--- src/soc_pkg.sv ---
package soc_pkg;

    typedef logic [31:0] addr_t;
    typedef logic [31:0] data_t;
    typedef logic [3:0]  strb_t;  // one per byte lane

    typedef enum logic {
        OP_READ  = 1'b0,
        OP_WRITE = 1'b1
    } bus_op_e;

    typedef enum logic [1:0] {
        RESP_OKAY   = 2'd0,
        RESP_DECERR = 2'd3
    } bus_resp_e;

    typedef struct packed {
        bus_op_e op;
        addr_t   addr;
        data_t   wdata;
        strb_t   wstrb;
    } bus_req_t;

    typedef struct packed {
        data_t     rdata;
        bus_resp_e resp;
    } bus_rsp_t;

    // slave windows, S1 and S3 left empty
    localparam addr_t RAM_BASE = 32'h0000_0000;
    localparam addr_t RAM_LAST = 32'h0FFF_FFFF;
    localparam addr_t LED_BASE = 32'h2000_0000;
    localparam addr_t LED_LAST = 32'h2FFF_FFFF;

    localparam int RAM_WORDS  = 256;
    localparam int RAM_IDX_W  = $clog2(RAM_WORDS);
    localparam int BYTE_OFS_W = $clog2($bits(strb_t));

    localparam int BTN_WIDTH = 4;
    localparam int LED_WIDTH = 4;
    localparam addr_t BTN_READ_ADDR = RAM_BASE;

endpackage

--- src/led_slave.sv ---
`timescale 1ns/10ps

module led_slave (
    input  logic                          sys_clk,
    input  logic                          arst_n,
    input  soc_pkg::bus_req_t             req,
    input  logic                          req_valid,
    output logic                          req_ready,
    output soc_pkg::bus_rsp_t             rsp,
    output logic                          rsp_valid,
    input  logic                          rsp_ready,
    output logic [soc_pkg::LED_WIDTH-1:0] led
);
    soc_pkg::data_t led_q;  // same word at every address
    logic           xfer;

    assign req_ready = !rsp_valid;
    assign xfer      = req_valid && req_ready;
    assign led       = led_q[soc_pkg::LED_WIDTH-1:0];

    always_ff @(posedge sys_clk or negedge arst_n) begin
        if (!arst_n) begin
            led_q <= '0;
        end else if (xfer && req.op == soc_pkg::OP_WRITE) begin
            for (int i = 0; i < $bits(soc_pkg::strb_t); i++) begin
                if (req.wstrb[i]) begin
                    led_q[8*i +: 8] <= req.wdata[8*i +: 8];
                end
            end
        end
    end

    always_ff @(posedge sys_clk) begin
        if (xfer) begin
            rsp.resp  <= soc_pkg::RESP_OKAY;
            rsp.rdata <= (req.op == soc_pkg::OP_READ) ? led_q : '0;
        end
    end

    always_ff @(posedge sys_clk or negedge arst_n) begin
        if (!arst_n) begin
            rsp_valid <= 1'b0;
        end else if (xfer) begin
            rsp_valid <= 1'b1;
        end else if (rsp_ready) begin
            rsp_valid <= 1'b0;
        end
    end

    a_rsp_hold: assert property (@(posedge sys_clk) disable iff (!arst_n)
        rsp_valid && !rsp_ready |=> rsp_valid && $stable(rsp));

endmodule

--- config.mk ---
export PLATFORM = sky130hd
export DESIGN_NAME = led_slave
export DESIGN_NICKNAME = d
export VERILOG_FILES = /design/src/soc_pkg.sv /design/src/led_slave.sv
export SDC_FILE = /design/constraint.sdc
export NUM_CORES = 1
export LEC_CHECK = 0
export ABC_AREA = 1
export BUFFER_PORTS_ARGS = -buffer_cell sky130_fd_sc_hd__buf_2
export CORE_UTILIZATION = 47
export DETAILED_ROUTE_END_ITERATION = 8
export PLACE_DENSITY = 0.76
export SYNTH_ARGS = -nofsm -noshare
export SYNTH_HDL_FRONTEND = slang
export SYNTH_SLANG_ARGS = --single-unit
--- constraint.sdc ---
create_clock -name sys_clk -period 2 [get_ports sys_clk]
set_clock_uncertainty 0.2 [all_clocks]
set_input_delay 0.4 -clock sys_clk [delete_from_list [all_inputs] [get_ports sys_clk]]
set_output_delay 0.4 -clock sys_clk [all_outputs]
set_load 0.01 [all_outputs]
==> out/metrics.cfg <==
[cts]
htreeDepth = 3
clock-sinks = 65
cts_resized = 0
path_clk_slew_ns = 0.07
post-cts-setup-buffer-count = 0
cts_root_buf = clkbuf_8
clockBufferDepth = 2
cts_buffers = 9
ctsHoldBuffers = 1
cts_tree = built
worstSkewPairLatency_ns = 0.33

[setup_path]
path_cells = inv_2, buf_2
worst-path-buf-inv = 2
cp_top_family = flip-flops
cp_max_fo = 6
crit_path_end_kind = primary output
critPathRequiredTime_ns = 1.40
max_stage_delay_ns = 0.44
rrSetupSlack_ns = 0.48
cp.arrival_ns = 1.07
crit_type = reg -> out
critPathLaunchType = flop
slowest_stage = dfrtp_1

[timing]
rsz0062_at_grt = false
final-setup-viol-count = 0
whs_ns = 0.0249
hold_violations = 0
slew_violations = 0
setup_tns_ns = 0
worst_slew_pin_slew_ns = 0.730
slew_headroom_pct = 51.4
fmax_ghz = 0.599
post-route-min-period_ns = 1.67
post-route-period-util_pct = 83.5

[floorplan]
io_pins = 113
start_util_pct = 48.8
core_area_um2 = 5510
die_width_um = 77.6
die_area_um2 = 6020
rows = 27
die_h_um = 77.6

[detailed_routing]
vias = 1929
drc = 0
drt_first_pass_iters = 5
antenna_left = 0
drtIter0Drc = 143
vias_per_cell = 4.74
wl_per_cell_um = 12.3
drt_wl_total_mm = 4.99

[run_status]
status = completed

[cells_and_area]
diodes = 0
final_common_cell = buf_2
syn_to_final_growth_pct = 19.8
layout.nets = 403
drive_above_1_share_pct = 29.0
final_cell_mix = 78 x buf_2, 64 x nand2_1, 36 x nand4_1

[global_routing]
antenna_found_initial = 0
grtUsageTotal_pct = 18.7
grt_max_degree = 34
grt_pass1_wl_mm = 8.34
grt_pass1_vias = 1829
overflow = 0

[synth]
synth_seq_area_share_pct = 66.5
ys_ff_latch = 65
synth_area_um2 = 2690
syn_inst = 254
avgSynthCellArea_um2 = 10.6
yosysWarnings = 0
yosysUniqueCellTypes = 13

[power]
p_leak_nw = 1.62
power_mw = 3.23
p_per_area_nw_per_um2 = 1000
irDropWorstVdd_mv = 0.501

[placed_design]
port_buffers = 78
hpwl_mm = 3.38
finalWeightedCongestion = 0.738

[job]
cap_violations = 0

[min_path]
hold_class = in -> reg

## worst register-to-register path, cell delays in order, from the launching register on
cell and delay (ns):
dfrtp_1 0.44, nor2_4 0.16, buf_4 0.35
## metal layers
layer / vias up / routed length (µm) / track usage (%)
met5: - / 0 / 0
met2: 65 / 2300 / 27.8
met1: 884 / 2300 / 24.3
met4: 0 / 52 / 9.62
li1: 974 / - / -
met3: 6 / 328 / 6.12
## cells in the mapped netlist
library cell / number / area [µm²]
nand2_1: 64 / 240
nor2_4: 1 / 11.3
nor2_1: 32 / 120
nand4_1: 36 / 225
buf_4: 8 / 60.1
inv_2: 2 / 7.51
edfxtp_1: 32 / 961
buf_6: 7 / 78.8
o21bai_1: 1 / 7.51
dfrtp_1: 33 / 826
inv_1: 32 / 120
buf_2: 5 / 25.0
conb_1: 1 / 3.75
## path summary, 6_finish.rpt
check	start	endpoint	cells past startpoint
worst max-delay path	rsp_valid	req_ready	2
worst min-delay path	rsp_ready	rsp_valid	2
worst max register to register	rsp_valid	rsp[12]	2
worst min register to register	led_q[5]	led_q[5]	2
max in group asynchronous	arst_n	led_q[23]	2
min in group asynchronous	arst_n	led_q[3]	2
## final cells by class
cell class | instances | area [µm²]
Fill cell | 483 | 2290
Sequential cell | 65 | 1790
Multi-Input combinational cell | 136 | 612
Timing Repair Buffer | 84 | 450
Clock buffer | 14 | 143
Inverter | 34 | 128
Tap cell | 72 | 90.1
Clock inverter | 2 | 10.0
## cell families (layout without fill, tap and decap cells)
| family | count (synthesis) | count (layout) | synth area share [%] |
|---|---|---|---|
| DFF | 65 | 65 | 66.5 |
| buffers and inverters | 54 | 134 | 10.9 |
| other | 1 | 2 | 0.140 |
| and+or+nand+nor | 133 | 133 | 22.2 |
| AOI/OAI and AO/OA | 1 | 1 | 0.280 |
## report_power, final
group / internal (mW) / switching, mW / leakage [nW] / total (mW)
registers: 1.67 / 0.110 / 0.725 / 1.78
logic: 0.220 / 0.331 / 0.816 / 0.551
clock network: 0.448 / 0.447 / 0.0784 / 0.896
total: 2.34 / 0.889 / 1.62 / 3.23
## metrics by stage
stage	cells	util, %	instance area, µm²	worst slack, ns
5_1_grt	407	58.5	3220	0.268
6_report	407	58.5	3220	0.331
3_3_place_gp	390	55.5	3060	0.319
3_5_place_dp	390	55.5	3060	0.274
2_1_floorplan	255	-	2690	0.547
4_1_cts	407	58.5	3220	0.315
## flip-flops by register name (all words and copies together), names as in the netlist
register,flops
rsp_valid,1
rsp,32
led_q,32
Note: power is estimated with default switching activity, not from simulation.
