File: config.mk
export PLATFORM = sky130hd
export DESIGN_NAME = bus_arbiter
export DESIGN_NICKNAME = d
export VERILOG_FILES = /design/src/soc_pkg.sv /design/src/bus_arbiter.sv
export SDC_FILE = /design/constraint.sdc
export NUM_CORES = 1
export LEC_CHECK = 0
export BUFFER_PORTS_ARGS = -buffer_cell sky130_fd_sc_hd__buf_4
export CORE_AREA = 2 2 126 128
export CTS_BUF_LIST = sky130_fd_sc_hd__clkbuf_16
export DETAILED_ROUTE_END_ITERATION = 10
export DIE_AREA = 0 0 128 130
export GPL_TIMING_DRIVEN = 0
export PLACE_DENSITY = 0.43
export RECOVER_POWER = 50
export SETUP_SLACK_MARGIN = 0.1
export SKIP_CTS_REPAIR_TIMING = 1
export SLEW_MARGIN = 20
export SYNTH_ARGS = -nofsm -noshare
export SYNTH_HDL_FRONTEND = slang
export SYNTH_SLANG_ARGS = --single-unit
File: constraint.sdc
create_clock -name sys_clk -period 1.6 [get_ports sys_clk]
set_input_delay 0.16 -clock sys_clk [delete_from_list [all_inputs] [get_ports sys_clk]]
set_output_delay 0.16 -clock sys_clk [all_outputs]
set_load 0.02 [all_outputs]
File: src/soc_pkg.sv
package soc_pkg;

    typedef logic [31:0] addr_t;
    typedef logic [31:0] data_t;
    typedef logic [3:0]  strb_t;  // one per byte lane

    typedef enum logic {
        OP_READ  = 1'b0,
        OP_WRITE = 1'b1
    } bus_op_e;

    typedef enum logic [1:0] {
        RESP_OKAY   = 2'd0,
        RESP_DECERR = 2'd3
    } bus_resp_e;

    typedef struct packed {
        bus_op_e op;
        addr_t   addr;
        data_t   wdata;
        strb_t   wstrb;
    } bus_req_t;

    typedef struct packed {
        data_t     rdata;
        bus_resp_e resp;
    } bus_rsp_t;

    // slave windows, S1 and S3 left empty
    localparam addr_t RAM_BASE = 32'h0000_0000;
    localparam addr_t RAM_LAST = 32'h0FFF_FFFF;
    localparam addr_t LED_BASE = 32'h2000_0000;
    localparam addr_t LED_LAST = 32'h2FFF_FFFF;

    localparam int RAM_WORDS  = 256;
    localparam int RAM_IDX_W  = $clog2(RAM_WORDS);
    localparam int BYTE_OFS_W = $clog2($bits(strb_t));

    localparam int BTN_WIDTH = 4;
    localparam int LED_WIDTH = 4;
    localparam addr_t BTN_READ_ADDR = RAM_BASE;

endpackage

File: src/bus_arbiter.sv
`timescale 1ns/10ps

module bus_arbiter (
    input  logic              sys_clk,
    input  logic              arst_n,
    input  soc_pkg::bus_req_t host_req,
    input  logic              host_req_valid,
    output logic              host_req_ready,
    output soc_pkg::bus_rsp_t host_rsp,
    output logic              host_rsp_valid,
    input  logic              host_rsp_ready,
    input  soc_pkg::bus_req_t btn_req,
    input  logic              btn_req_valid,
    output logic              btn_req_ready,
    output soc_pkg::bus_rsp_t btn_rsp,
    output logic              btn_rsp_valid,
    input  logic              btn_rsp_ready,
    output soc_pkg::bus_req_t bus_req,
    output logic              bus_req_valid,
    input  logic              bus_req_ready,
    input  soc_pkg::bus_rsp_t bus_rsp,
    input  logic              bus_rsp_valid,
    output logic              bus_rsp_ready
);
    logic gnt_host;
    logic gnt_btn;
    logic last_btn;  // btn master won the last grant
    logic req_sent;  // request already passed under this grant
    logic bus_idle;
    logic pick_btn;

    assign bus_idle = !gnt_host && !gnt_btn;
    assign pick_btn = btn_req_valid && (!host_req_valid || !last_btn);

    always_ff @(posedge sys_clk or negedge arst_n) begin
        if (!arst_n) begin
            gnt_host <= 1'b0;
            gnt_btn  <= 1'b0;
            last_btn <= 1'b0;
            req_sent <= 1'b0;
        end else if (bus_idle) begin
            if (host_req_valid || btn_req_valid) begin
                gnt_btn  <= pick_btn;
                gnt_host <= !pick_btn;
                last_btn <= pick_btn;
            end
        end else if (bus_rsp_valid && bus_rsp_ready) begin
            gnt_host <= 1'b0;  // release after the response
            gnt_btn  <= 1'b0;
            req_sent <= 1'b0;
        end else if (bus_req_valid && bus_req_ready) begin
            req_sent <= 1'b1;
        end
    end

    assign bus_req        = gnt_btn ? btn_req : host_req;
    assign bus_req_valid  = !req_sent && ((gnt_host && host_req_valid) ||
                                          (gnt_btn && btn_req_valid));
    assign host_req_ready = gnt_host && !req_sent && bus_req_ready;
    assign btn_req_ready  = gnt_btn && !req_sent && bus_req_ready;

    assign host_rsp       = bus_rsp;
    assign btn_rsp        = bus_rsp;
    assign host_rsp_valid = gnt_host && bus_rsp_valid;
    assign btn_rsp_valid  = gnt_btn && bus_rsp_valid;
    assign bus_rsp_ready  = (gnt_host && host_rsp_ready) || (gnt_btn && btn_rsp_ready);

    a_one_grant: assert property (@(posedge sys_clk) disable iff (!arst_n)
        !(gnt_host && gnt_btn));

    a_host_hold: assert property (@(posedge sys_clk) disable iff (!arst_n)
        gnt_host && host_req_valid && !host_req_ready |=> host_req_valid);

    a_btn_hold: assert property (@(posedge sys_clk) disable iff (!arst_n)
        gnt_btn && btn_req_valid && !btn_req_ready |=> btn_req_valid);

endmodule

==> results.sh <==
export IMPL_first_pass_iters=4
export IMPL_core_um2=15420
export IMPL_slew_headroom_pct=71.23
export IMPL_r2r_cells=4
export IMPL_fin_nets=647
export IMPL_start_util_pct=10.46
export IMPL_multiInputGateArea_um2=948.4
export IMPL_maxSlewViolCount=0
export IMPL_worst_pin_slew_ns=0.4207
export IMPL_chipWidth_um=128
export IMPL_routed_via_density=3.486
export IMPL_cts_root_buffer="clkbuf_16"
export IMPL_critPathCaptureType="output port"
export IMPL_peakVddDrop_mv=0.5455
export IMPL_synth_seq_area_share_pct=6.202
export IMPL_register_area_um2=101.3
export IMPL_syn_cell_area_um2=1614
export IMPL_reg2reg_slack_ns=0.24
export IMPL_fin_ws_ns=0.01629
export IMPL_clock_path_buffers=2
export IMPL_clk_pin_slew_ns=0.03
export IMPL_track_usage_pct=7.855
export IMPL_grt_pass1_vias=2100
export IMPL_crit_fanout=10
export IMPL_min_period_ns=1.584
export IMPL_grt_setup_unrepaired="true"
export IMPL_post_route_period_util_pct=98.98
export IMPL_grt_pass1_wl_um=10630
export IMPL_ys_seq_elements=4
export IMPL_start_kind="flop"
export IMPL_antenna_found_initial=0
export IMPL_ios=323
export IMPL_yosys_cell_types_count=20
export IMPL_holdPathStages=3
export IMPL_p_total_mw=4.955
export IMPL_clock_sinks=4
export IMPL_hold_violations=0
export IMPL_yosysTopAreaCell="mux2_2"
export IMPL_wl_um=8149
export IMPL_syn2layout_area_growth_pct=157.6
export IMPL_setup_viol=0
export IMPL_wl_per_cell_um=12.40
export IMPL_die_area_um2=16640
export IMPL_die_h_um=130
export IMPL_dp_hpwl_um=7143
export IMPL_n_antenna_cell=0
export IMPL_cts_inserted_buffers=3
export IMPL_globalplace_congestion=0.6864
export IMPL_required_ns=1.44
export IMPL_grt_max_degree=11
export IMPL_p_per_area_nw_per_um2=1192
export IMPL_syn_nets=351
export IMPL_syn_avg_cell_area_um2=9.439
export IMPL_drt_iter0_markers=23
export IMPL_p_leak_nw=2.116
export IMPL_cts_tree="yes"
export IMPL_cap_violations=0
export IMPL_clock_skew_ns=0.002422
export IMPL_max_freq_ghz=0.6314
export IMPL_fill_cells=1726
export IMPL_status="completed"
export IMPL_yosys_top_cells_area="mux2_2, buf_4, dfrtp_1"
export IMPL_grt_ovfl_total=0
export IMPL_yosys_warnings=0
export IMPL_antenna_left=0
export IMPL_pre_cts_ws_ns=0.08270
export IMPL_synthCells=171
export IMPL_final_cells=657
export IMPL_htree_levels=1
export IMPL_rows=46
export IMPL_drc=0
export IMPL_worstSetupPathType="reg -> out"
export IMPL_clk_insertion_delay_late_ns=0.22
export IMPL_drive_gt1_share_pct=83.66
export IMPL_io_buffers=288
export IMPL_worstPathArrival_ns=1.42
export IMPL_dp_cells=651
export IMPL_hp_class="in -> reg"
export IMPL_num_vias=2290
export IMPL_yosysTopAreaCellShare_pct=48.14
## report_power, final
| part | switching [mW] | total, mW | internal, mW |
|---|---|---|---|
| registers | 0.0441 | 0.201 | 0.157 |
| clock network | 0.0696 | 0.389 | 0.319 |
| logic | 1.97 | 4.37 | 2.40 |
## worst max-delay path: stages, from the launching register on
cell and delay (ns):
dfrtp_2 0.39, buf_12 0.16, buf_12 0.14, mux2_2 0.34, buf_4 0.16
## worst paths after layout
path | from | endpoint
worst max-delay path | gnt_btn | bus_req[16]
worst min-delay path | bus_rsp_valid | req_sent
worst max register to register | gnt_btn | gnt_btn
worst min register to register | last_btn | last_btn
max in group asynchronous | arst_n | gnt_btn
min in group asynchronous | arst_n | last_btn
## metal layers
metal | GRT usage (%) | part of all wire (%)
met3 | 1.886 | 11
met4 | 1.357 | 0.42
met5 | 0 | 0
met1 | 8.582 | 33
met2 | 15.51 | 56
## flip-flops by register name, summed over array words and instances, names as in the netlist
| name | flops |
|---|---|
| gnt_btn | 1 |
| gnt_host | 1 |
| last_btn | 1 |
| req_sent | 1 |
## cell usage after synthesis
cell,count
buf_6,7
mux2_2,69
and2_1,2
o21a_1,1
nor2b_1,2
dfrtp_1,4
nand2b_1,1
buf_4,68
a2111oi_0,1
and3b_1,2
a22oi_1,1
nand2_1,1
nor3b_2,1
buf_2,2
a21o_1,2
nor3_1,1
a21oi_1,1
a22o_1,1
inv_1,1
nor2_1,3
## area by class of cell
| cell class | instances | share of cell area (%) |
|---|---|---|
| flip-flops and latches | 4 | 2.438 |
| multi-input cells | 89 | 22.81 |
| well taps | 192 | 5.778 |
| inverters | 1 | 0.09028 |
| plain buffers | 77 | 15.65 |
| repair buffers | 291 | 51.43 |
| clock buffers | 3 | 1.806 |
## cell families (layout without fill, tap and decap cells)
logic type      count (synthesis)  in the layout  synth area share [%]
compound gates                  7              7                 3.256
flops                           4              4                 6.202
buf+inv                        78            372                 37.36
simple gates                   13             13                 5.038
mux                            69             69                 48.14
## through the flow
stage               cell area [µm²]  TNS, ns  hold slack [ns]  util (%)
floorplan                      1614        0          -0.1356         -
global placement               4016        0         -0.04176     26.04
detailed placement             4016        0         -0.04208     26.04
CTS                            4091   -7.937          -0.2787     26.53
global route                   4158  -0.4671           0.2952     26.95
finish                         4158        0           0.2537     26.95
## placed cells by master, fill, tap and decap left out, types with 2 or more instances in the layout
cell type    n
buf_6       39
buf_8        2
a21o_1       2
dfrtp_1      3
buf_4      267
and3b_1      2
nor2b_1      2
buf_12       5
nor2_1       3
clkbuf_1    52
mux2_2      59
and2_1       2
clkbuf_16    3
mux2_4      10
buf_2        2
Note: power is estimated with default switching activity, not from simulation.
