$ cat config.mk
export PLATFORM = sky130hd
export DESIGN_NAME = btn_master
export DESIGN_NICKNAME = d
export VERILOG_FILES = /design/src/soc_pkg.sv /design/src/btn_master.sv
export SDC_FILE = /design/constraint.sdc
export NUM_CORES = 1
export LEC_CHECK = 0
export BUFFER_PORTS_ARGS = -buffer_cell sky130_fd_sc_hd__buf_4
export CAP_MARGIN = 20
export CORE_MARGIN = 3
export CORE_UTILIZATION = 30
export DETAILED_ROUTE_END_ITERATION = 7
export PLACE_DENSITY = 0.66
export SYNTH_ARGS = -nofsm -noshare
export SYNTH_HDL_FRONTEND = slang
export SYNTH_SLANG_ARGS = --single-unit
$ cat constraint.sdc
create_clock -name sys_clk -period 1.7 [get_ports sys_clk]
set_input_delay 0.255 -clock sys_clk [delete_from_list [all_inputs] [get_ports sys_clk]]
set_output_delay 0.255 -clock sys_clk [all_outputs]
set_load 0.005 [all_outputs]
$ cat src/soc_pkg.sv
package soc_pkg;

    typedef logic [31:0] addr_t;
    typedef logic [31:0] data_t;
    typedef logic [3:0]  strb_t;  // one per byte lane

    typedef enum logic {
        OP_READ  = 1'b0,
        OP_WRITE = 1'b1
    } bus_op_e;

    typedef enum logic [1:0] {
        RESP_OKAY   = 2'd0,
        RESP_DECERR = 2'd3
    } bus_resp_e;

    typedef struct packed {
        bus_op_e op;
        addr_t   addr;
        data_t   wdata;
        strb_t   wstrb;
    } bus_req_t;

    typedef struct packed {
        data_t     rdata;
        bus_resp_e resp;
    } bus_rsp_t;

    // slave windows, S1 and S3 left empty
    localparam addr_t RAM_BASE = 32'h0000_0000;
    localparam addr_t RAM_LAST = 32'h0FFF_FFFF;
    localparam addr_t LED_BASE = 32'h2000_0000;
    localparam addr_t LED_LAST = 32'h2FFF_FFFF;

    localparam int RAM_WORDS  = 256;
    localparam int RAM_IDX_W  = $clog2(RAM_WORDS);
    localparam int BYTE_OFS_W = $clog2($bits(strb_t));

    localparam int BTN_WIDTH = 4;
    localparam int LED_WIDTH = 4;
    localparam addr_t BTN_READ_ADDR = RAM_BASE;

endpackage

$ cat src/btn_master.sv
`timescale 1ns/10ps

module btn_master (
    input  logic                          sys_clk,
    input  logic                          arst_n,
    input  logic [soc_pkg::BTN_WIDTH-1:0] btn,
    output soc_pkg::bus_req_t             req,
    output logic                          req_valid,
    input  logic                          req_ready,
    input  soc_pkg::bus_rsp_t             rsp,
    input  logic                          rsp_valid,
    output logic                          rsp_ready,
    output logic [soc_pkg::LED_WIDTH-1:0] recv_led
);
    typedef enum logic [2:0] {IDLE, WR_REQ, WR_RSP, RD_REQ, RD_RSP} btn_state_e;

    btn_state_e                    state;
    logic [soc_pkg::BTN_WIDTH-1:0] btn_meta;
    logic [soc_pkg::BTN_WIDTH-1:0] btn_sync;
    logic [soc_pkg::BTN_WIDTH-1:0] btn_prev;
    logic [soc_pkg::BTN_WIDTH-1:0] btn_val;  // pattern sent with the write
    logic                          press;

    always_ff @(posedge sys_clk or negedge arst_n) begin
        if (!arst_n) begin
            btn_meta <= '0;
            btn_sync <= '0;
            btn_prev <= '0;
        end else begin
            btn_meta <= btn;
            btn_sync <= btn_meta;
            btn_prev <= btn_sync;
        end
    end

    assign press = |(btn_sync & ~btn_prev);  // any bit rising

    always_ff @(posedge sys_clk or negedge arst_n) begin
        if (!arst_n) begin
            state <= IDLE;
        end else begin
            case (state)
                IDLE:   if (press) state <= WR_REQ;
                WR_REQ: if (req_valid && req_ready) state <= WR_RSP;
                WR_RSP: if (rsp_valid && rsp_ready) state <= RD_REQ;
                RD_REQ: if (req_valid && req_ready) state <= RD_RSP;
                RD_RSP: if (rsp_valid && rsp_ready) state <= IDLE;
                default: state <= IDLE;
            endcase
        end
    end

    always_ff @(posedge sys_clk) begin
        if (state == IDLE && press) begin
            btn_val <= btn_sync;
        end
    end

    always_ff @(posedge sys_clk or negedge arst_n) begin
        if (!arst_n) begin
            recv_led <= '0;
        end else if (state == RD_RSP && rsp_valid && rsp.resp == soc_pkg::RESP_OKAY) begin
            recv_led <= rsp.rdata[soc_pkg::LED_WIDTH-1:0];
        end
    end

    always_comb begin
        req = '0;
        case (state)
            WR_REQ: begin
                req.op    = soc_pkg::OP_WRITE;
                req.addr  = soc_pkg::LED_BASE;
                req.wdata = soc_pkg::data_t'(btn_val);
                req.wstrb = '1;
            end
            RD_REQ: begin
                req.op   = soc_pkg::OP_READ;
                req.addr = soc_pkg::BTN_READ_ADDR;
            end
            default: ;
        endcase
    end

    assign req_valid = (state == WR_REQ) || (state == RD_REQ);
    assign rsp_ready = (state == WR_RSP) || (state == RD_RSP);

endmodule

==> run metrics, run 1 <==
status complete, no violations; die area between 5000 and 6000 µm²; peak supply drop between 0.7 and 0.8 mV; Synth cell types 21; fmax 0.630 GHz; final core utilization between 30% and 40%; clock skew between 0.0008 and 0.0009 ns; TritonCTS clock tree built; CP startpoint kind flop; register area share after synthesis a little under half; crit path kind flop to output pin; Max-Cap Viols 0; PortBufs 29; Die W approximately 72 µm; Setup Fix Bufs, Post-CTS 0; diode count 0; EDFF count, synth 4; pin count of the biggest net entering global routing 20; PD cells 1290 nW/µm²; Initial Utilization between 30% and 40%; YS warnings 0; Avg Vias per Cell between 3 and 4; clock buffer depth 2; I/O pin count around 120; Pre-antenna DRT Iters 2; initial antenna violation count 0; LEAKAGE 0.739 nW; chip height between 70 and 80 µm; vias in the first global route around 580; Max H-tree Level 1; cts bufs inserted 3; Worst Path Required between 1 and 1.5 ns; ys flop type dfrtp_1; syn_area_per_cell 10.9 µm²; CTS sink cnt 23; area of the core 4120 µm²; Worst-Skew Late Latency approximately 0.26 ns; root buffer cell clkbuf_8; Final Slew Violations 0; post-synthesis cell count between 100 and 150; Tightest Hold Check Type primary input to flop; CP Capture Type output pin; Placed Area about 1300 µm²; Layout Nets between 150 and 200; Synth Cell Area around 1300 µm²; Final Hold Viols 0; final worst path period share between 90 and 100%; Critical Path AT roughly 1.3 ns; WL/cell between 8 and 9 µm; post-route cell area around 1400 µm²; CTS clk-pin slew, worst paths approximately 0.08 ns; placed wire-length estimate between 1000 and 1500 µm; number of DRC markers in iteration 0 6; routability congestion estimate ~0.64; final setup TNS 0 ns; final setup vio count 0; Post-route DRC 0; Post-synth ARST share ~83%; flops & latches, synth 23; first-pass GRT wire length between 2000 and 2500 µm; RSZ-0062 raised after global routing false; gr usage total between 6 and 7%; share of layout cells above drive strength 1 ~29%; fin crit period approximately 1.6 ns; Layout area overhead 5.78%; crit path max fanout 10; vias after detailed routing slightly below 700; Post-Route WL 1640 µm; Routed Antenna Nets 0; site row count 23; total gr overflow 0
cells in the mapped netlist, drive strengths merged, types with 4 or more instances:
cell type  instances  area, µm²
buf               65        492
dfrtp             19        475
nor2               6       30.0
and2               4       25.0
edfxtp             4        120
mux2               4       45.0
nand2              4       15.0
nor2b              4       25.0
through the flow:
stage | setup WS (ns) | power [mW] | hold slack [ns] | std cells
floorplan | 0.252 | 1.30 | -0.0406 | 179
global placement | 0.300 | 1.47 | 0.137 | 194
detailed placement | 0.283 | 1.49 | 0.137 | 194
CTS | 0.0471 | 1.84 | 0.0788 | 199
global route | 0.000555 | 1.94 | 0.0756 | 199
finish | 0.113 | 1.80 | 0.0926 | 199
cell usage in the layout, fill, tap and decap left out, drive strengths merged, types with 3 or more instances in the layout:
| cell type | Yosys | routed |
|---|---|---|
| nand2 | 4 | 4 |
| clkbuf | 1 | 3 |
| and2 | 4 | 4 |
| conb | 1 | 59 |
| buf | 65 | 31 |
| mux2 | 4 | 4 |
| nor2b | 4 | 4 |
| nor2 | 6 | 6 |
| dfrtp | 19 | 19 |
| edfxtp | 4 | 4 |
critical path, cell delays in order (launching register included):
cell and delay [ns]:
dfrtp_2 0.46, nand2b_4 0.10, nor2_1 0.04, buf_4 0.17, and2_1 0.17, buf_4 0.13
layer usage:
metal / vias up / track usage [%] / share of wire (%)
met2: 61 / 11.0 / 48
met1: 316 / 6.12 / 33
met5: - / 0 / 0
met4: 0 / 3.76 / 1.3
met3: 2 / 2.08 / 17
li1: 309 / - / -
timing repair:
item                                    CTS  global route
hold buffers                              1             0
resized for setup                         0             1
hold endpoints to repair                 19             0
endpoints found under the setup margin    0             4
final timing paths:
| path | start | end | cells after the start | slack (ns) |
|---|---|---|---|---|
| hold reg to reg | btn_meta[1]$_DFF_PN0_ | btn_sync[1]$_DFF_PN0_ | 0 | 0.35 |
| hold / removal | btn[1] | btn_meta[1]$_DFF_PN0_ | 1 | 0.09 |
| setup reg to reg | btn_sync[3]$_DFF_PN0_ | btn_val[3]$_DFFE_PP_ | 3 | 0.31 |
| setup / recovery | state[0]$_DFFE_PN0P_ | req[4] | 5 | 0.11 |
| max in group asynchronous | arst_n | state[0]$_DFFE_PN0P_ | 2 | 1.11 |
| min in group asynchronous | arst_n | btn_meta[0]$_DFF_PN0_ | 2 | 0.39 |
flip-flops by register name, summed over array words and instances, names as in the netlist:
| signal | count |
|---|---|
| btn_meta | 4 |
| btn_prev | 4 |
| btn_sync | 4 |
| btn_val | 4 |
| recv_led | 4 |
| state | 3 |
where the power goes:
part           switching, mW  leakage, nW  internal (mW)
sequential            0.0880        0.268          0.680
clock                  0.168       0.0217          0.166
combinational          0.300        0.449          0.395
cells by family (layout without fill, tap and decap cells):
group | count (synthesis) | in the layout | share of synthesized area [%]
flops | 23 | 23 | 45.1
mux | 4 | 4 | 3.41
simple gates | 20 | 20 | 9.86
xor+xnor | 2 | 2 | 1.33
compound gates | 4 | 4 | 2.09
buf+inv | 67 | 37 | 37.9
other cells | 1 | 59 | 0.284
cell type report:
cell class | count | area, µm²
fillers | 420 | 2720
flip-flops and latches | 23 | 597
multi-input cells | 89 | 442
clock inverters | 1 | 7.51
well taps | 50 | 62.6
repair buffers | 32 | 243
clock buffers | 3 | 41.3
inverters | 1 | 3.75
Note: power is estimated with default switching activity, not from simulation.
==> run 2, diff against run 1 <==
--- a/config.mk
+++ b/config.mk
@@ -10,7 +10,7 @@
 export CORE_MARGIN = 3
 export CORE_UTILIZATION = 30
 export DETAILED_ROUTE_END_ITERATION = 7
-export PLACE_DENSITY = 0.66
+export PLACE_DENSITY = 0.74
 export SYNTH_ARGS = -nofsm -noshare
 export SYNTH_HDL_FRONTEND = slang
 export SYNTH_SLANG_ARGS = --single-unit
==> run metrics, run 2 (synthesis results as in run 1) <==
final setup vio count 0 (unchanged); crit path max fanout 10 (unchanged); initial antenna violation count 0 (unchanged); vias after detailed routing 684 (-0.58%); Layout Nets 194 (+1.0%); hold path cells 1 (unchanged); Post-Route WL 1860 µm (+13%); area of the core 4120 µm² (unchanged); Avg Vias per Cell 3.40 (-1.6%); worst r2r src btn_sync[3]$_DFF_PN0_; reg2reg setup slack 0.23 ns (-0.08 ns); peak supply drop 0.676 mV (-4.6%); total gr overflow 0 (unchanged); number of DRC markers in iteration 0 5 (-1); final core utilization 34.3% (+0.40 points); gr usage total 6.84% (+0.67 points); CTS clk-pin slew, worst paths 0.08 ns (about the same); final worst path period share 94.0% (+0.69 points); Pre-antenna DRT Iters 5 (+3); vias in the first global route 584 (+0.34%); root buffer cell clkbuf_8; clock buffer depth 2 (unchanged); I/O pin count 117 (unchanged); post-route cell area 1410 µm² (+1.2%); clock skew 0.00194 ns (+0.00114 ns); status complete, no violations; CP Capture Type output pin; TritonCTS clock tree built; Worst-Skew Late Latency 0.26 ns (about the same); Max-Cap Viols 0 (unchanged); fmax 0.625 GHz (-0.73%); Die W 72.3 µm (unchanged); pin count of the biggest net entering global routing 20 (unchanged); diode count 0 (unchanged); Fillers 421 (+0.24%); Tightest Hold Check Type primary input to flop; Final Slew Violations 0 (unchanged); placed wire-length estimate 1510 µm (+8.5%); routability congestion estimate 0.664 (+3.6%); Initial Utilization 32.1% (unchanged); site row count 23 (unchanged); cts bufs inserted 3 (unchanged); area of the multi-input gates 442 µm² (unchanged); most frequent cells in the layout conb_1 (59), buf_4 (33), dfrtp_1 (17), nor2_1 (5); PortBufs 29 (unchanged); CTS sink cnt 23 (unchanged); Worst Path Required 1.44 ns (about the same); share of layout cells above drive strength 1 30.5% (+1.6 points); LEAKAGE 0.748 nW (+1.2%); Worst R2R End btn_val[0]$_DFFE_PP_; hold endpoint btn_meta[3]$_DFF_PN0_; register area 598 µm² (+0.21%); Placed Area 1330 µm² (-0.56%); Final Hold Viols 0 (unchanged); die area 5230 µm² (unchanged); Routed Antenna Nets 0 (unchanged); chip height 72.3 µm (unchanged); Max H-tree Level 1 (unchanged); CP startpoint kind flop; Post-route DRC 0 (unchanged); worst hold start btn[3]; crit path kind flop to output pin; PD cells 1290 nW/µm² (+0.64%); fin crit period 1.60 ns (+0.0117 ns); most common cell after layout, fill and taps aside conb_1; Layout area overhead 7.01%; worst-case reg-to-reg path depth 3 (unchanged); first-pass GRT wire length 2800 µm (+14%); Critical Path AT 1.34 ns (about the same); WL/cell 9.23 µm (+12%)
[run 2: cell count changes in the layout (fill, tap and decap cells not counted), sizes merged]
cell | previous run | this run
buf | 31 | 33
[run 2: what timing repair did]
action	4_1_cts	5_1_grt
buffers inserted	0	3
cloned	0	0
hold endpoints to repair	19	0
setup endpoints to repair	4	4
hold buffers	1	0
pin swaps	0	0
gates resized for setup	1	1
[run 2: worst max path at each step]
stage,slack [ns],to,from,cells past startpoint
final,0.10,req[4],state[2]$_DFFE_PN0P_,5
after global routing,-0.003,req[4],state[2]$_DFFE_PN0P_,5
after CTS,0.01,req[4],state[2]$_DFFE_PN0P_,5
after detailed placement,0.23,btn_val[3]$_DFFE_PP_,btn_sync[3]$_DFF_PN0_,3
after global placement,0.28,req[4],state[2]$_DFFE_PN0P_,5
after floorplan,0.25,req[4],state[2]$_DFFE_PN0P_,4
[run 2: area by class of cell]
class / instances / share of cell area, %
Clock buffer: 3 / 2.92
Multi-Input combinational cell: 89 / 31.3
Timing Repair Buffer: 34 / 18.2
Tap cell: 50 / 4.43
Sequential cell: 23 / 42.3
Clock inverter: 1 / 0.531
Inverter: 1 / 0.266
[run 2: critical path: stages (launching register included)]
cell and delay (ns):
dfrtp_2 0.44, nand2b_4 0.16, nor2_1 0.08, buf_4 0.16, and2_1 0.13, buf_4 0.11
[run 2: metal layers]
layer	GRT usage (%)	vias to the layer above	part of all wire (%)	routed length, µm
li1	-	313	-	-
met1	7.42	316	32	597
met2	12.3	55	55	1010
met3	1.80	0	13	244
met4	3.13	0	0	0
met5	0	-	0	0
[run 2: metrics by stage]
stage	hold slack (ns)	cells	power, mW	TNS, ns	setup WS [ns]
3_5_place_dp	0.142	193	1.48	0	0.230
2_1_floorplan	-0.0406	179	1.30	0	0.252
5_1_grt	0.0801	201	1.97	-0.00268	-0.00268
3_3_place_gp	0.137	193	1.46	0	0.277
4_1_cts	0.0887	198	1.82	0	0.0101
6_report	0.0963	201	1.83	0	0.101
[run 2: report_power, final]
part	total (mW)	switching, mW	internal (mW)
clock	0.333	0.167	0.165
sequential	0.783	0.102	0.681
combinational	0.712	0.300	0.411
total	1.83	0.570	1.26
