$ cat config.mk
export PLATFORM = sky130hd
export DESIGN_NAME = bus_decoder
export DESIGN_NICKNAME = d
export VERILOG_FILES = /design/src/soc_pkg.sv /design/src/bus_decoder.sv
export SDC_FILE = /design/constraint.sdc
export NUM_CORES = 1
export LEC_CHECK = 0
export BUFFER_PORTS_ARGS = -buffer_cell sky130_fd_sc_hd__buf_4
export CAP_MARGIN = 5
export CORE_AREA = 2 2 127 129
export CTS_CLUSTER_DIAMETER = 40
export DETAILED_ROUTE_END_ITERATION = 6
export DIE_AREA = 0 0 129 131
export PLACE_DENSITY = 0.47
export SYNTH_ARGS = -nofsm -noshare
export SYNTH_HDL_FRONTEND = slang
export SYNTH_SLANG_ARGS = --single-unit
$ cat constraint.sdc
create_clock -name sys_clk -period 2 [get_ports sys_clk]
set_input_delay 0.2 -clock sys_clk [delete_from_list [all_inputs] [get_ports sys_clk]]
set_output_delay 0.2 -clock sys_clk [all_outputs]
set_load 0.03 [all_outputs]
$ cat src/soc_pkg.sv
package soc_pkg;

    typedef logic [31:0] addr_t;
    typedef logic [31:0] data_t;
    typedef logic [3:0]  strb_t;  // one per byte lane

    typedef enum logic {
        OP_READ  = 1'b0,
        OP_WRITE = 1'b1
    } bus_op_e;

    typedef enum logic [1:0] {
        RESP_OKAY   = 2'd0,
        RESP_DECERR = 2'd3
    } bus_resp_e;

    typedef struct packed {
        bus_op_e op;
        addr_t   addr;
        data_t   wdata;
        strb_t   wstrb;
    } bus_req_t;

    typedef struct packed {
        data_t     rdata;
        bus_resp_e resp;
    } bus_rsp_t;

    // slave windows, S1 and S3 left empty
    localparam addr_t RAM_BASE = 32'h0000_0000;
    localparam addr_t RAM_LAST = 32'h0FFF_FFFF;
    localparam addr_t LED_BASE = 32'h2000_0000;
    localparam addr_t LED_LAST = 32'h2FFF_FFFF;

    localparam int RAM_WORDS  = 256;
    localparam int RAM_IDX_W  = $clog2(RAM_WORDS);
    localparam int BYTE_OFS_W = $clog2($bits(strb_t));

    localparam int BTN_WIDTH = 4;
    localparam int LED_WIDTH = 4;
    localparam addr_t BTN_READ_ADDR = RAM_BASE;

endpackage

$ cat src/bus_decoder.sv
`timescale 1ns/10ps

module bus_decoder (
    input  logic              sys_clk,
    input  logic              arst_n,
    input  soc_pkg::bus_req_t req,
    input  logic              req_valid,
    output logic              req_ready,
    output soc_pkg::bus_rsp_t rsp,
    output logic              rsp_valid,
    input  logic              rsp_ready,
    output soc_pkg::bus_req_t ram_req,
    output logic              ram_req_valid,
    input  logic              ram_req_ready,
    input  soc_pkg::bus_rsp_t ram_rsp,
    input  logic              ram_rsp_valid,
    output logic              ram_rsp_ready,
    output soc_pkg::bus_req_t led_req,
    output logic              led_req_valid,
    input  logic              led_req_ready,
    input  soc_pkg::bus_rsp_t led_rsp,
    input  logic              led_rsp_valid,
    output logic              led_rsp_ready
);
    typedef enum logic [1:0] {DEC_IDLE, DEC_RAM, DEC_LED, DEC_ERR} dec_state_e;

    dec_state_e state;  // who owns the open transaction
    logic       hit_ram;
    logic       hit_led;

    // windows are aligned powers of two
    function automatic logic in_window(soc_pkg::addr_t addr, soc_pkg::addr_t base,
                                       soc_pkg::addr_t last);
        return (addr & ~(last - base)) == base;
    endfunction

    assign hit_ram = in_window(req.addr, soc_pkg::RAM_BASE, soc_pkg::RAM_LAST);
    assign hit_led = in_window(req.addr, soc_pkg::LED_BASE, soc_pkg::LED_LAST);

    assign ram_req       = req;
    assign led_req       = req;
    assign ram_req_valid = (state == DEC_IDLE) && req_valid && hit_ram;
    assign led_req_valid = (state == DEC_IDLE) && req_valid && hit_led;

    always_comb begin
        if (state != DEC_IDLE) begin
            req_ready = 1'b0;
        end else if (hit_ram) begin
            req_ready = ram_req_ready;
        end else if (hit_led) begin
            req_ready = led_req_ready;
        end else begin
            req_ready = 1'b1;  // unmapped, answered here
        end
    end

    always_comb begin
        rsp.rdata     = '0;
        rsp.resp      = soc_pkg::RESP_DECERR;
        rsp_valid     = 1'b0;
        ram_rsp_ready = 1'b0;
        led_rsp_ready = 1'b0;
        case (state)
            DEC_RAM: begin
                rsp           = ram_rsp;
                rsp_valid     = ram_rsp_valid;
                ram_rsp_ready = rsp_ready;
            end
            DEC_LED: begin
                rsp           = led_rsp;
                rsp_valid     = led_rsp_valid;
                led_rsp_ready = rsp_ready;
            end
            DEC_ERR: rsp_valid = 1'b1;
            default: ;
        endcase
    end

    always_ff @(posedge sys_clk or negedge arst_n) begin
        if (!arst_n) begin
            state <= DEC_IDLE;
        end else if (state == DEC_IDLE) begin
            if (req_valid && req_ready) begin
                if (hit_ram) begin
                    state <= DEC_RAM;
                end else if (hit_led) begin
                    state <= DEC_LED;
                end else begin
                    state <= DEC_ERR;
                end
            end
        end else if (rsp_valid && rsp_ready) begin
            state <= DEC_IDLE;
        end
    end

    a_one_slave: assert property (@(posedge sys_clk) disable iff (!arst_n)
        !(ram_req_valid && led_req_valid));

endmodule

==> flow_metrics.py, run 1 <==
metrics = {
    "status": {
        "status": "finished clean",
    },
    "sta": {
        "rsz0062_at_grt": "no",
        "fin_setup_tns_ns": 0,
        "report.final.slew_viol_count": 0,
        "hold_viol_final": 0,
        "setup_viol": 0,
        "max_freq_mhz": 544,
        "worstMarginPinSlew_ns": 0.364,
        "fin_crit_ns": 1.84,
        "slew_headroom_pct": 75.4,
        "fin_crit_sh_pct": 91.9,
        "fin_skew_ns": 0.000974,
    },
    "clocking": {
        "cts_max_level": 1,
        "cts_sinks": 2,
        "path_clk_slew_ns": 0.03,
        "cts_setup_buffers": 0,
        "root_buffer": "clkbuf_16",
        "cts.path.max_buffers": 2,
        "cts_tree": "built",
        "clkLatencyLatePin_ns": 0.22,
        "cts-buffers-inserted": 3,
    },
    "final_layout": {
        "nFillCells": 1806,
        "final_area_um2": 2080,
        "layout.nets": 382,
        "syn_to_final_growth_pct": 15.7,
        "instances_no_fill": 446,
        "diodes": 0,
        "seqCellArea_um2": 50.0,
        "multi_input_area_um2": 659,
        "layout_common_cells": "buf_4, a22oi_1, nor2b_1",
        "final_common_cell": "buf_4",
        "top_register": "state",
        "largest_register_ffs": 2,
        "largest_registers": "state (2)",
        "drive_above_1_share_pct": 60.0,
    },
    "global_routing": {
        "grt_max_degree": 36,
        "grt_use_total_pct": 6.21,
        "grt_overflow": 0,
        "first_global_vias": 1456,
        "grt_pass1_wl_mm": 7.99,
        "antenna_found_initial": 0,
    },
    "critical_path": {
        "critPathCaptureType": "output port",
        "critPathMaxStageDelay_ns": 0.40,
        "critPathTopFamily": "buffers and inverters",
        "cp.buffers_inverters": 3,
        "reg2regPathDepth": 6,
        "arrival_ns": 1.64,
        "crit_path_start_kind": "register",
        "worstPathMaxFanout": 35,
        "path_cells": "inv_1 > ha_2 > buf_12 > a22oi_1 > nor2b_1 > buf_4",
        "crit_type": "register to output port",
        "slowest_stage": "dfrtp_1",
        "critPathRequiredTime_ns": 1.80,
        "cp.depth": 6,
    },
    "synthesis": {
        "ys_seq_area_share_pct": 2.78,
        "ys_ff_latch": 2,
        "yosysWarnings": 0,
        "synth.distinct_cells": 21,
        "avgSynthCellArea_um2": 7.38,
        "synth_cells": 244,
        "synth_edf_count": 0,
        "synthFlopType": "dfrtp_1",
        "syn_area_um2": 1800,
        "async_flop_share_pct": 100,
        "syn-num-nets": 394,
    },
    "power_and_ir_drop": {
        "p_comb_share_pct": 87.7,
        "clkPwrFrac_pct": 9.7,
        "vdd_ir_drop_max_v": 0.000649,
        "netSwitchingPower_mw": 1.65,
        "total_power_mw": 3.08,
        "seq_power_share_pct": 2.6,
        "power_leakage_nw": 0.936,
        "p_int_mw": 1.43,
        "switching_share_pct": 53.7,
        "p_per_area_nw_per_um2": 1480,
    },
    "die": {
        "die_w_um": 129,
        "die_area_um2": 16900,
        "io_pins": 323,
        "initial_utilization_pct": 11.6,
        "die_h_um": 131,
        "row_count": 46,
        "core_um2": 15600,
    },
    "routing": {
        "post-route-drc-count": 0,
        "drt-wirelength-per-cell_um": 13.2,
        "drtAntennaViolNets": 0,
        "drt-total-wl_mm": 5.89,
        "num_vias": 1410,
        "dr.pass1.iters": 6,
        "vias_per_cell": 3.16,
        "drt_iter0_markers": 20,
    },
    "placed_design": {
        "io_buffers": 127,
        "dp.cells": 442,
        "place_area_um2": 2000,
        "dp_hpwl_mm": 4.91,
        "gp_congestion": 0.699,
    },
    "job": {
        "maxCapViolations": 0,
    },
    "hold_path": {
        "hp-class": "primary input to asynchronous set/reset pin",
    },
}
==> cells by family (layout without fill, tap and decap cells) <==
group                      count (synthesis)  after routing  share of synthesized area [%]
buffers and inverters                    152            138                           60.9
and+or+nand+nor                           44             44                           14.3
AOI/OAI and AO/OA                         38             38                           16.8
adders and majority gates                  5              5                           3.47
muxes                                      3              3                           1.74
DFF                                        2              2                           2.78
==> power by group through the flow <==
stage | sequential (mW) | clock [mW] | combinational, mW
2_1_floorplan | 0.0760 | 0 | 2.19
3_3_place_gp | 0.0787 | 0 | 2.69
3_5_place_dp | 0.0799 | 0 | 2.74
4_1_cts | 0.0795 | 0.303 | 2.75
5_1_grt | 0.0833 | 0.308 | 2.91
6_report | 0.0805 | 0.298 | 2.70
==> through the flow <==
step	setup WS (ns)	hold WS [ns]	util, %
after global routing	0.0274	0.344	13.4
after global placement	0.355	-0.0143	12.8
final	0.163	0.319	13.4
after floorplan	0.103	-0.0956	-
after detailed placement	0.292	-0.0140	12.8
after CTS	0.133	0.318	13.4
==> area by class of cell <==
class | instances | area share (%)
Timing Repair Buffer | 132 | 48.9
Multi-Input combinational cell | 90 | 31.6
Tap cell | 216 | 13.0
Clock buffer | 3 | 3.60
Sequential cell | 2 | 2.40
Inverter | 3 | 0.540
==> worst reg2reg max path, delay by kind of cell (launching register included) <==
| kind | cells | cell delay (ns) |
|---|---|---|
| fa+ha+maj | 1 | 0.22 |
| mux | 1 | 0.36 |
| compound gates | 2 | 0.43 |
| flops | 1 | 0.38 |
| simple gates | 1 | 0.09 |
| buf+inv | 1 | 0.10 |
==> worst paths after layout <==
path                            startpoint  endpoint  slack [ns]
worst max-delay path              state[0]   rsp[28]        0.16
worst min-delay path                arst_n  state[0]        0.32
worst max register to register    state[0]  state[0]        0.29
worst min register to register    state[0]  state[0]        0.58
max in group asynchronous           arst_n  state[1]        1.59
min in group sys_clk               req[64]  state[1]        0.34
==> cells in the mapped netlist, types with 2 or more instances <==
| cell type | count | area [µm²] |
|---|---|---|
| and2_1 | 3 | 18.8 |
| clkbuf_1 | 6 | 22.5 |
| mux2i_1 | 2 | 20.0 |
| ha_1 | 5 | 62.6 |
| inv_1 | 3 | 11.3 |
| buf_1 | 3 | 11.3 |
| nand2_1 | 3 | 11.3 |
| a22oi_1 | 34 | 255 |
| buf_4 | 138 | 1040 |
| nor2_1 | 3 | 11.3 |
| dfrtp_1 | 2 | 50.1 |
| nor2b_1 | 33 | 206 |
==> layer usage <==
layer,GRT usage (%),wire [µm]
met1,6.52,2060
met4,4.48,360
met2,10.6,2900
met3,1.91,573
met5,0,0
==> timing repair <==
item,CTS,global route
gates resized for setup,0,0
endpoints found under the hold margin,2,0
hold buffers,1,0
No activity file was read; power rests on OpenSTA's default activity.
==> run 2: changes to the inputs <==
--- a/config.mk
+++ b/config.mk
@@ -11,6 +11,7 @@
 export CTS_CLUSTER_DIAMETER = 40
 export DETAILED_ROUTE_END_ITERATION = 6
 export DIE_AREA = 0 0 129 131
+export GPL_TIMING_DRIVEN = 0
 export PLACE_DENSITY = 0.47
 export SYNTH_ARGS = -nofsm -noshare
 export SYNTH_HDL_FRONTEND = slang
==> flow_metrics.py, run 2 (synthesized netlist as in run 1, its figures left out) <==
metrics = {
    "power_and_ir_drop": {
        "p_int_mw": 1.87,
        "seq_power_share_pct": 2.1,
        "p_comb_share_pct": 90.4,
        "total_power_mw": 3.97,
        "clkPwrFrac_pct": 7.5,
        "switching_share_pct": 52.9,
        "p_per_area_nw_per_um2": 955,
        "vdd_ir_drop_max_v": 0.000526,
        "netSwitchingPower_mw": 2.10,
        "power_leakage_nw": 2.26,
    },
    "final_layout": {
        "seqCellArea_um2": 50.0,
        "multi_input_area_um2": 672,
        "instances_no_fill": 721,
        "nFillCells": 1687,
        "final_common_cell": "buf_4",
        "largest_registers": "state (2)",
        "top_register": "state",
        "layout.nets": 657,
        "layout_common_cells": "buf_4, a22oi_1, nor2b_1",
        "final_area_um2": 4160,
        "fin_util_pct": 26.6,
        "syn_to_final_growth_pct": 131,
        "drive_above_1_share_pct": 82.2,
        "diodes": 0,
        "largest_register_ffs": 2,
    },
    "critical_path": {
        "timing.critical_path.from": "state[1]",
        "critPathCaptureType": "output port",
        "r2r_end": "state[0]",
        "reg2regPathDepth": 7,
        "crit_type": "register to output port",
        "arrival_ns": 1.66,
        "crit_path_start_kind": "register",
        "critPathRequiredTime_ns": 1.80,
        "worstPathMaxFanout": 10,
        "rrSetupSlack_ns": 0.19,
        "endpoint": "rsp[4]",
        "r2r_start": "state[0]",
    },
    "die": {
        "die_area_um2": 16900,
        "row_count": 46,
        "io_pins": 323,
        "die_h_um": 131,
        "initial_utilization_pct": 11.6,
        "die_w_um": 129,
        "core_um2": 15600,
    },
    "global_routing": {
        "grt_max_degree": 11,
        "first_global_vias": 2238,
        "grt_pass1_wl_mm": 10.9,
        "grt_use_total_pct": 8.17,
        "grt_overflow": 0,
        "antenna_found_initial": 0,
    },
    "routing": {
        "post-route-drc-count": 0,
        "vias_per_cell": 3.33,
        "dr.pass1.iters": 4,
        "drt-wirelength-per-cell_um": 11.7,
        "drt-total-wl_mm": 8.43,
        "num_vias": 2400,
        "drtAntennaViolNets": 0,
        "drt_iter0_markers": 44,
    },
    "sta": {
        "fin_skew_ns": 0.000886,
        "setup_viol": 0,
        "fin_crit_sh_pct": 93.2,
        "worstMarginPinSlew_ns": 0.309,
        "hold_viol_final": 0,
        "whs_ns": 0.301,
        "report.final.slew_viol_count": 0,
        "fin_ws_ns": 0.137,
        "rsz0062_at_grt": "no",
        "max_freq_mhz": 537,
        "fin_crit_ns": 1.86,
        "fin_setup_tns_ns": 0,
        "slew_headroom_pct": 79.3,
    },
    "job": {
        "maxCapViolations": 0,
    },
    "clocking": {
        "cts_max_level": 1,
        "cts_sinks": 2,
        "cts-buffers-inserted": 3,
        "cts_tree": "built",
        "root_buffer": "clkbuf_16",
        "cts.path.max_buffers": 2,
        "clkLatencyLatePin_ns": 0.22,
        "path_clk_slew_ns": 0.03,
    },
    "placed_design": {
        "dp.cells": 717,
        "gp_congestion": 0.801,
        "place_area_um2": 4000,
        "dp_worst_setup_slack_ns": -0.163,
        "dp_hpwl_mm": 7.49,
        "io_buffers": 257,
    },
    "hold_path": {
        "hp-class": "primary input to asynchronous set/reset pin",
    },
    "status": {
        "status": "finished clean",
    },
}
## run 2: worst min-delay path by stage
stage,to,depth (start not counted),slack (ns),start
after global placement,state[0],1,-0.02,arst_n
after detailed placement,state[0],1,-0.02,arst_n
after CTS,state[0],2,0.31,arst_n
after global routing,state[0],2,0.33,arst_n
after floorplan,state[0],0,-0.1,arst_n
final,state[0],2,0.30,arst_n
## run 2: routing by layer
metal  global-route usage (%)  vias up  share of wire, %
met3                     1.34        4               9.2
met4                     1.60        0              0.56
met2                     17.2      167                57
met1                     8.33     1039                33
met5                        0        -                 0
li1                         -     1190                 -
## run 2: layout make-up
| class | count | share of cell area (%) |
|---|---|---|
| buffer | 149 | 27.4 |
| clock buffer | 3 | 1.81 |
| inverter | 3 | 0.271 |
| multi-input combinational | 90 | 16.2 |
| sequential | 2 | 1.20 |
| tap | 216 | 6.50 |
| timing repair buffer | 258 | 46.7 |
## run 2: power groups by stage
stage	clock network (mW)	registers, mW	logic, mW
after floorplan	0	0.0760	2.19
after global placement	0	0.0792	3.47
after detailed placement	0	0.0801	3.48
after CTS	0.305	0.0797	3.59
after global routing	0.311	0.0872	3.87
final	0.298	0.0822	3.59
## run 2: timing repair
action | CTS | global route
gates resized for setup | 18 | 14
setup endpoints to repair | 36 | 31
hold buffers | 1 | 0
setup buffers | 0 | 0
hold endpoints to repair | 2 | 0
pin swaps | 0 | 0
## run 2: critical path, cell delays in order, from the launching register on
cell and delay [ns]:
dfrtp_1 0.39, inv_2 0.11, ha_1 0.17, buf_6 0.16, buf_4 0.18, a22oi_1 0.09, nor2b_1 0.14, buf_4 0.18
==> run 3: changes to the inputs <==
--- a/config.mk
+++ b/config.mk
@@ -12,6 +12,7 @@
 export DETAILED_ROUTE_END_ITERATION = 6
 export DIE_AREA = 0 0 129 131
 export GPL_TIMING_DRIVEN = 0
+export MAX_ROUTING_LAYER = met4
 export PLACE_DENSITY = 0.47
 export SYNTH_ARGS = -nofsm -noshare
 export SYNTH_HDL_FRONTEND = slang
==> flow_metrics.py, run 3 (synthesized netlist as in run 1, its figures left out) <==
metrics = {
    "final_layout": {
        "drive_above_1_share_pct": 82.2,
        "seqCellArea_um2": 50.0,
        "diodes": 0,
        "multi_input_area_um2": 672,
        "syn_to_final_growth_pct": 131,
        "top_register": "state",
        "instances_no_fill": 721,
        "largest_register_ffs": 2,
        "final_common_cell": "buf_4",
        "fin_util_pct": 26.6,
        "layout.nets": 657,
        "layout_common_cells": "buf_4, a22oi_1, nor2b_1",
        "largest_registers": "state (2)",
        "nFillCells": 1687,
    },
    "routing": {
        "drt_iter0_markers": 41,
        "drt-wirelength-per-cell_um": 11.7,
        "drtAntennaViolNets": 0,
        "num_vias": 2402,
        "drt-total-wl_mm": 8.43,
        "vias_per_cell": 3.33,
        "post-route-drc-count": 0,
        "dr.pass1.iters": 4,
    },
    "placed_design": {
        "gp_congestion": 0.813,
        "dp_hpwl_mm": 7.49,
        "dp.cells": 717,
        "dp_worst_setup_slack_ns": -0.163,
        "io_buffers": 257,
    },
    "global_routing": {
        "grt_overflow": 0,
        "grt_use_total_pct": 8.42,
        "grt_pass1_wl_mm": 10.9,
        "antenna_found_initial": 0,
        "first_global_vias": 2238,
        "grt_max_degree": 11,
    },
    "power_and_ir_drop": {
        "vdd_ir_drop_max_v": 0.000527,
        "p_per_area_nw_per_um2": 955,
        "power_leakage_nw": 2.26,
        "total_power_mw": 3.97,
    },
    "clocking": {
        "clkLatencyLatePin_ns": 0.22,
        "path_clk_slew_ns": 0.03,
        "cts.path.max_buffers": 2,
        "cts-buffers-inserted": 3,
        "cts_max_level": 1,
        "root_buffer": "clkbuf_16",
        "cts_setup_buffers": 0,
        "cts_sinks": 2,
        "cts_tree": "built",
    },
    "critical_path": {
        "critPathMaxStageDelay_ns": 0.39,
        "critPathCaptureType": "output port",
        "cp.buffers_inverters": 4,
        "path_cells": "inv_2 > ha_1 > buf_6 > buf_4 > a22oi_1 > nor2b_1 > buf_4",
        "reg2regPathDepth": 7,
        "rrSetupSlack_ns": 0.19,
        "r2r_start": "state[0]",
        "worstPathMaxFanout": 10,
        "critPathTopFamily": "buffers and inverters",
        "path_common_cell": "buf_4",
        "crit_path_start_kind": "register",
        "crit_type": "register to output port",
        "arrival_ns": 1.66,
        "slowest_stage": "dfrtp_1",
        "r2r_end": "state[0]",
        "critPathRequiredTime_ns": 1.80,
    },
    "sta": {
        "fin_crit_sh_pct": 93.2,
        "fin_ws_ns": 0.137,
        "hold_viol_final": 0,
        "slew_headroom_pct": 79.3,
        "rsz0062_at_grt": "no",
        "fin_crit_ns": 1.86,
        "report.final.slew_viol_count": 0,
        "max_freq_mhz": 537,
        "fin_skew_ns": 0.000886,
        "worstMarginPinSlew_ns": 0.309,
        "fin_setup_tns_ns": 0,
        "setup_viol": 0,
    },
    "die": {
        "initial_utilization_pct": 11.6,
        "die_area_um2": 16900,
        "row_count": 46,
        "die_h_um": 131,
        "core_um2": 15600,
        "io_pins": 323,
        "die_w_um": 129,
    },
    "status": {
        "status": "finished clean",
    },
    "hold_path": {
        "hp-class": "primary input to asynchronous set/reset pin",
    },
    "job": {
        "maxCapViolations": 0,
    },
}
-- run 3: final cells by class --
type	count	area share (%)
Clock buffer	3	1.81
Buffer	149	27.4
Multi-Input combinational cell	90	16.2
Tap cell	216	6.50
Inverter	3	0.271
Timing Repair Buffer	258	46.7
Sequential cell	2	1.20
-- run 3: per-layer routing --
layer	wire length, µm	GRT usage, %	vias up
met1	2890	8.72	1041
met5	0	-	-
met2	4840	17.2	167
li1	-	-	1190
met4	47	1.60	0
met3	651	0.692	4
-- run 3: what timing repair did --
action / in CTS / in global routing
hold endpoints to repair: 2 / 0
hold buffers: 1 / 0
setup endpoints to repair: 36 / 31
cloned: 0 / 0
gates resized for setup: 18 / 14
-- run 3: how the worst max path moves through the flow --
stage	startpoint	depth (start not counted)	endpoint	slack [ns]
global placement	state[1]	7	rsp[26]	-0.14
floorplan	state[0]	7	state[0]	0.10
detailed placement	state[1]	7	rsp[26]	-0.16
finish	state[1]	7	rsp[4]	0.14
global route	state[1]	7	rsp[25]	0.003
CTS	state[1]	7	rsp[4]	0.004
-- run 3: power by group --
part	internal [mW]	switching (mW)
Combinational	1.55	2.03
Clock	0.254	0.0442
Sequential	0.0615	0.0207
-- run 3: through the flow --
step	hold slack, ns	area (µm²)
floorplan	-0.0956	1800
global placement	-0.0160	4000
detailed placement	-0.0165	4000
CTS	0.306	4120
global route	0.326	4160
finish	0.301	4160
